--- config.mk ---
export PLATFORM = sky130hd
export DESIGN_NAME = fb_ext_arbiter
export DESIGN_NICKNAME = d
export VERILOG_FILES = /design/src/verilog/fb_split_pkg.sv /design/src/verilog/fb_ext_arbiter.sv
export VERILOG_INCLUDE_DIRS = /design/src /design/src/verilog
export SDC_FILE = /design/constraint.sdc
export NUM_CORES = 1
export LEC_CHECK = 0
export ABC_AREA = 1
export BUFFER_PORTS_ARGS = -buffer_cell sky130_fd_sc_hd__buf_2
export CAP_MARGIN = 20
export CORE_UTILIZATION = 43
export DETAILED_ROUTE_END_ITERATION = 8
export GPL_TIMING_DRIVEN = 0
export MAX_ROUTING_LAYER = met4
export PLACE_DENSITY = 0.8
export SETUP_SLACK_MARGIN = 0.05
export SYNTH_ARGS = -nofsm -noshare
export SYNTH_HDL_FRONTEND = slang
export SYNTH_SLANG_ARGS = --single-unit
--- constraint.sdc ---
create_clock -name clk_sys -period 2.2 [get_ports clk_sys]
set_input_delay 0.44 -clock clk_sys [delete_from_list [all_inputs] [get_ports clk_sys]]
set_output_delay 0.44 -clock clk_sys [all_outputs]
set_load 0.01 [all_outputs]
--- src/verilog/fb_split_cfg.svh ---
//////////////////////////////
// Framebuffer geometry and external memory layout.
// Column field sits in the low address bits and the line field above it.
// Columns at or above FB_LOCAL_COLS live in external memory.
//////////////////////////////
`ifndef FB_SPLIT_CFG_SVH
`define FB_SPLIT_CFG_SVH

// Framebuffer address fields
`define FB_COL_W 9
`define FB_LINE_W 8

// First column that is not held on chip
`define FB_LOCAL_COLS 352

// External memory word address
`define FB_EXT_ADDR_W 24

// Region prefixes of the two buffers in external memory
`define FB0_EXT_BASE 6'b001010
`define FB1_EXT_BASE 6'b001100

`endif

--- src/verilog/fb_split_pkg.sv ---
//////////////////////////////
// Types shared by the split framebuffer.
// Widths follow fb_split_cfg.svh.
//////////////////////////////
`default_nettype none

`include "fb_split_cfg.svh"

package fb_split_pkg;

	// One 16-bit pixel
	typedef logic [15:0] pix_t;

	// Byte write enable, bit 1 is the high byte
	typedef logic [1:0] be_t;

	// Line in the upper bits, column in the lower bits
	typedef logic [`FB_LINE_W+`FB_COL_W-1:0] fb_addr_t;

	// Word address on the external memory port
	typedef logic [`FB_EXT_ADDR_W-1:0] ext_addr_t;

	//////////////////////////////
	// External port arbiter
	//////////////////////////////

	// Idle, or waiting on a read for buffer 0 or buffer 1
	typedef enum logic [1:0] {
		arb_idle,
		arb_rd0,
		arb_rd1
	} arb_state_t;

endpackage

`default_nettype wire

--- src/verilog/fb_ext_arbiter.sv ---
//////////////////////////////
// Orders both banks' requests onto one external port.
// Fixed priority FB0 read, FB0 write, FB1 read, FB1 write.
// One read in flight at a time, read data taken when busy drops.
// Address and data are read from the sprite side, which holds them.
//////////////////////////////
`default_nettype none
`timescale 1ns/1ps

`include "fb_split_cfg.svh"

module fb_ext_arbiter (
	input  wire                         clk_sys,
	input  wire                         rst_sys,
	input  wire fb_split_pkg::fb_addr_t fb0_addr,
	input  wire fb_split_pkg::fb_addr_t fb1_addr,
	input  wire fb_split_pkg::pix_t     fb0_d,
	input  wire fb_split_pkg::pix_t     fb1_d,
	input  wire                         fb0_ext_rd_req,
	input  wire                         fb1_ext_rd_req,
	input  wire fb_split_pkg::be_t      fb0_ext_wr_req,
	input  wire fb_split_pkg::be_t      fb1_ext_wr_req,
	output logic                        fb0_rd_done,
	output logic                        fb1_rd_done,
	output logic                        fb0_wr_done,
	output logic                        fb1_wr_done,
	input  wire                         ext_busy,
	output fb_split_pkg::ext_addr_t     ext_addr,
	output fb_split_pkg::pix_t          ext_d,
	output fb_split_pkg::be_t           ext_we,
	output logic                        ext_rd
);
	import fb_split_pkg::*;

	localparam int BASE_W = `FB_EXT_ADDR_W - 1 - `FB_COL_W - `FB_LINE_W;

	arb_state_t state;

	logic issue;
	logic gnt_rd0;
	logic gnt_wr0;
	logic gnt_rd1;
	logic gnt_wr1;
	logic rd_fin;

	// Region prefix, a zero bit, then column and line
	function automatic ext_addr_t ext_word(input logic [BASE_W-1:0] base, input fb_addr_t a);
		ext_word = {base, 1'b0, a[`FB_COL_W-1:0], a[`FB_COL_W +: `FB_LINE_W]};
	endfunction

	//////////////////////////////
	// Grant
	//////////////////////////////

	// Port is free once busy is low and no write pulse is still on it
	assign issue = (state == arb_idle) && !ext_busy && (ext_we == '0);

	always_comb begin
		gnt_rd0 = 1'b0;
		gnt_wr0 = 1'b0;
		gnt_rd1 = 1'b0;
		gnt_wr1 = 1'b0;
		if (issue) begin
			if (fb0_ext_rd_req) begin
				gnt_rd0 = 1'b1;
			end else if (|fb0_ext_wr_req) begin
				gnt_wr0 = 1'b1;
			end else if (fb1_ext_rd_req) begin
				gnt_rd1 = 1'b1;
			end else if (|fb1_ext_wr_req) begin
				gnt_wr1 = 1'b1;
			end
		end
	end

	// First cycle with busy low after the read pulse has gone
	assign rd_fin = !ext_busy && !ext_rd;

	assign fb0_rd_done = (state == arb_rd0) && rd_fin;
	assign fb1_rd_done = (state == arb_rd1) && rd_fin;
	assign fb0_wr_done = gnt_wr0;
	assign fb1_wr_done = gnt_wr1;

	//////////////////////////////
	// Control FSM
	//////////////////////////////
	always_ff @(posedge clk_sys) begin
		if (rst_sys) begin
			state  <= arb_idle;
			ext_rd <= 1'b0;
			ext_we <= '0;
		end else begin
			ext_rd <= 1'b0;
			ext_we <= '0;
			case (state)
				arb_idle: begin
					if (gnt_rd0) begin
						ext_rd <= 1'b1;
						state  <= arb_rd0;
					end else if (gnt_rd1) begin
						ext_rd <= 1'b1;
						state  <= arb_rd1;
					end else if (gnt_wr0) begin
						ext_we <= fb0_ext_wr_req;
					end else if (gnt_wr1) begin
						ext_we <= fb1_ext_wr_req;
					end
				end
				arb_rd0, arb_rd1: begin
					if (rd_fin) begin
						state <= arb_idle;
					end
				end
				default: state <= arb_idle;
			endcase
		end
	end

	// Port address and write data
	always_ff @(posedge clk_sys) begin
		if (gnt_rd0 || gnt_wr0) begin
			ext_addr <= ext_word(`FB0_EXT_BASE, fb0_addr);
		end else if (gnt_rd1 || gnt_wr1) begin
			ext_addr <= ext_word(`FB1_EXT_BASE, fb1_addr);
		end
		if (gnt_wr0) begin
			ext_d <= fb0_d;
		end else if (gnt_wr1) begin
			ext_d <= fb1_d;
		end
	end

	a_rd_we_excl: assert property (
		@(posedge clk_sys) disable iff (rst_sys) !(ext_rd && (|ext_we))
	) else $error("ext_rd and ext_we high together");

endmodule

`default_nettype wire

Word level (Yosys, flattened, before mapping):

Index checks and enable logic that the tools add are counted.

* word-level logic and storage cells: 56
* bits in registers: 40

* eq/ne operators: 4
* bitwise logic cells: 1
* muxes and demuxes: 26
* reduce and logical (&&, ||, !) cells: 19

Operators with widths (count)
* $mux W17: 2
* $mux W16: 2
* $mux W1: 16
* $mux W2: 5
* $reduce_or A2 Y1: 4
* $logic_and A1 B1 Y1: 5
* $logic_not A2 Y1: 2
* $pmux W2 S2: 1
* $reduce_bool A2 Y1: 2
* $reduce_or A4 Y1: 1
* $ne A3 B3 Y1 const B: 1
* $eq A2 B1 Y1 const B: 1
* $eq A2 B2 Y1 const B: 1
* $logic_not A1 Y1: 2
* $logic_or A1 B1 Y1: 2
* $ne A2 B2 Y1 const B: 1
* $reduce_and A2 Y1: 1
* $not A1 Y1: 1

Longest topological paths before layout:

* depth after elaboration: 9
* gate-level depth with buffers: 10
* mapped depth without buffers: 9

Least setup slack after synthesis:

No wires, ideal clock.

* path kind: register to register
* start point: register state[0]
* end point: register ext_addr[0], enable pin
* path buffers: 1
* period minus slack after synthesis: 1.988 ns
* library setup time: 0.373 ns
* stages on the path, launching flop included: 10
* required time: 1.827 ns
* setup slack: 0.212 ns
* arrival: 1.615 ns
* cells stage by stage: dfxtp_1 inv_1 ha_1 inv_2 nor2_4 nand2_4 nor2_8 inv_4 buf_6 nand2_1

* word-level cells in the longest chain between the ends: 6
* elaborated cells between the ends (all ways): 10

Ends and longest elaborated chain
* from (decl): line fb_ext_arbiter.sv:37 `arb_state_t state;`
* from (signal assigned): line fb_ext_arbiter.sv:89 `state <= arb_idle;`
* from (signal assigned): line fb_ext_arbiter.sv:99 `state <= arb_rd0;`
* from (signal assigned): line fb_ext_arbiter.sv:102 `state <= arb_rd1;`
* $logic_not A2 Y1 *: line fb_ext_arbiter.sv:56 `assign issue = (state == arb_idle) && !ext_busy && (ext_we == '0);`
* $logic_and A1 B1 Y1 * (2 in series): line fb_ext_arbiter.sv:56
* $mux W1: line fb_ext_arbiter.sv:63 `if (issue) begin`
* $logic_or A1 B1 Y1 (on tied branches): line fb_ext_arbiter.sv:121, fb_ext_arbiter.sv:123
* $reduce_bool A2 Y1 (no source line) *
* to (signal assigned): line fb_ext_arbiter.sv:122 `` ext_addr <= ext_word(`FB0_EXT_BASE, fb0_addr); ``
* to (signal assigned): line fb_ext_arbiter.sv:124 `` ext_addr <= ext_word(`FB1_EXT_BASE, fb1_addr); ``
* to (decl): line fb_ext_arbiter.sv:28 `output fb_split_pkg::ext_addr_t ext_addr,`

Mark *: on every way between the ends. The rest lies on a longest branch, timed or not.
A chain may end at the register's enable or synchronous reset.

Worst setup path in the final report:

* start point: register state[0]
* end point: output port fb0_wr_done

* word-level cells in the longest chain between the ends: 4

Ends and longest elaborated chain
* $logic_not A2 Y1: line fb_ext_arbiter.sv:56
* $logic_and A1 B1 Y1 (2 in series): line fb_ext_arbiter.sv:56
* $mux W1: line fb_ext_arbiter.sv:63
* to (decl): line fb_ext_arbiter.sv:25 `output logic fb0_wr_done,`

No other way between the ends.

==> summary.txt <==
IR drop worst, VDD = 0.000472 V
Cells after Synth = 216
Inserted Diodes = 0
CTS sink cnt = 40
Pwr dens = 878 nW/um^2
Post-route antenna net violation count = 0
Clock Power Share = 21.1%
Core Area = 4350 um^2
Area delta synth->final = 39.8%
WL per Instance = 10.9 um
Final setup viols = 0
Clock Pin Slew Worst Setup and Hold Paths = 0.07 ns
Global-route usage over all layers = 19.3%
Routed vias = 1,732
Antenna violations before repair = 0
Yosys reg bits = 40
Largest net degree at the start of global routing = 18
I/O pins = 122
# port buffers = 116
Critical path capture point type = output pin
Post-Route Setup TNS = 0 ns
Via count of the first global-routing pass = 1,714
Remaining DRCs = 1
CTS tree = yes
Sw power = 0.789 mW
Maxcap violations = 0
Internal power = 1.61 mW
Initial Utilization = 44.9%
WS Path Type = reg2out
Sw Share = 32.9%
Setup ws final = 0.186 ns
Achievable frequency = 0.496 GHz
Clk_lat worst skew = 0.29 ns
Period utilization = 91.6%
Final hold violation count = 0
Clk buf depth = 2
Placed cell areas = 2610 um^2
Post-route cell area = 2730 um^2
Iter 0 DRT Violations = 121
Fin crit period = 2.01 ns
Die area = 4820 um^2
Failing checks = DRC
Final core utilization = 62.7%
Clk_skew = 0.00986 ns
Max-slew violations = 0
Fillers = 376
Leak pwr = 1.45 nW
Post-Syn Area = 1950 um^2
Root buffer cell = clkbuf_8
Worst Path Required = 1.76 ns
Die Y = 69.4 um
DP Worst Slack = -0.108 ns
Logic pwr share = 34.5%
Synthesis Warnings = 0
Hold Path Class = in2reg
Critical path fanouts, max = 10
Sequential share of power = 44.4%
Total congestion overflow = 0
Layout Nets = 421
Arr. time, crit path = 1.57 ns
Final wirelength = 4300 um
Avg Inst Size Synth = 9.05 um^2
Gpl congestion = 0.769
First-pass GRT wire length = 7220 um
CP startpoint kind = flip-flop
Layout cells sized above 1 = 44.2%
Die W = 69.4 um
DP HPWL = 3360 um
Row cnt = 24
Post-synthesis sequential area ratio = 57.9%
Synth cell types = 22
TritonCTS buffer count = 5
CTS H-tree depth = 2
RSZ-0062 raised after global routing = false
Vias per Instance = 4.37
Status = finished with violations
R2R setup slack = 0.23 ns
DRT Pass-1 Iters = 7
-- power groups by stage --
stage / registers (mW) / clock network [mW] / logic (mW)
2_1_floorplan: 1.16 / 0 / 0.445
3_3_place_gp: 1.07 / 0 / 0.788
3_5_place_dp: 1.08 / 0 / 0.805
4_1_cts: 1.06 / 0.519 / 0.837
5_1_grt: 1.08 / 0.546 / 0.928
6_report: 1.06 / 0.506 / 0.827
-- area by class of cell --
class / instances / area [um^2] / area share [%]
Buffer: 10 / 90.1 / 3.30
Clock buffer: 7 / 86.3 / 3.16
Clock inverter: 1 / 7.51 / 0.275
Inverter: 17 / 66.3 / 2.43
Multi-Input combinational cell: 152 / 697 / 25.5
Sequential cell: 40 / 1130 / 41.4
Tap cell: 52 / 65.1 / 2.38
Timing Repair Buffer: 117 / 588 / 21.5
-- kinds of logic after synthesis --
logic type / share of synthesized area [%]
and+or+nand+nor: 29.9
DFF: 57.9
adders and majority gates: 1.92
AOI/OAI and AO/OA: 2.11
other: 0.384
buffers and inverters: 7.81
-- through the flow --
stage                     cells  total power, mW  hold WS [ns]
after global placement      387             1.86         0.426
final                       396             2.40         0.314
after detailed placement    387             1.89         0.440
after global routing        396             2.55         0.310
after CTS                   396             2.42         0.308
after floorplan             219             1.60         0.450
-- synth_stat cells, drive strengths merged --
master	number	share of area, %
or2	2	0.64
dfxtp	7	7.2
inv	17	3.4
ha	3	1.9
nand2	121	24
a21oi	6	1.7
nand3	3	0.77
nor2	8	2.8
nor3	2	1.7
conb	2	0.38
buf	10	4.4
o21bai	1	0.38
nand4	1	0.32
edfxtp	33	51
-- placed cells by master, fill, tap and decap left out, types with 2 or more instances in the layout --
cell type and n:
buf_2 116, a21oi_1 5, or2_2 2, edfxtp_1 33
nand2_2 2, nor3_4 2, conb_1 5, nor2_1 6
ha_1 2, clkbuf_8 6, buf_4 7, dfxtp_1 7
buf_6 4, inv_1 10, nand2_1 118, inv_2 6
nand3_1 3
-- sequential cells by signal, indices dropped and copies added, names as in the netlist --
name and cells:
ext_addr 19, ext_d 16, ext_rd 1, ext_we 2, state 2
-- critical path, cell delays in order, from the launching register on --
cell,delay [ns]
dfxtp_1,0.33
inv_2,0.09
ha_4,0.16
inv_2,0.04
nor2_4,0.10
nand2_4,0.10
nor3_4,0.17
buf_6,0.16
buf_2,0.13
-- path summary, 6_finish.rpt --
path           startpoint           end  cells after the start
max              state[0]   fb0_wr_done                      8
min               rst_sys      state[0]                      2
max reg2reg      state[0]      ext_d[6]                      9
min reg2reg  ext_addr[20]  ext_addr[20]                      2
-- repair_timing --
action / in CTS / in global routing
pin swaps: 1 / 1
hold buffers: 0 / 0
buffers inserted: 1 / 0
gates resized for setup: 4 / 2
endpoints found under the setup margin: 18 / 17
-- layer usage --
| layer | GRT usage [%] | vias to the layer above | wire length (um) |
|---|---|---|---|
| met2 | 35.5 | 65 | 2350 |
| met4 | 7.71 | 0 | 30 |
| met3 | 3.05 | 4 | 251 |
| li1 | - | 918 | - |
| met5 | - | - | 0 |
| met1 | 20.6 | 745 | 1670 |
Power figures use the tool's default switching activity.
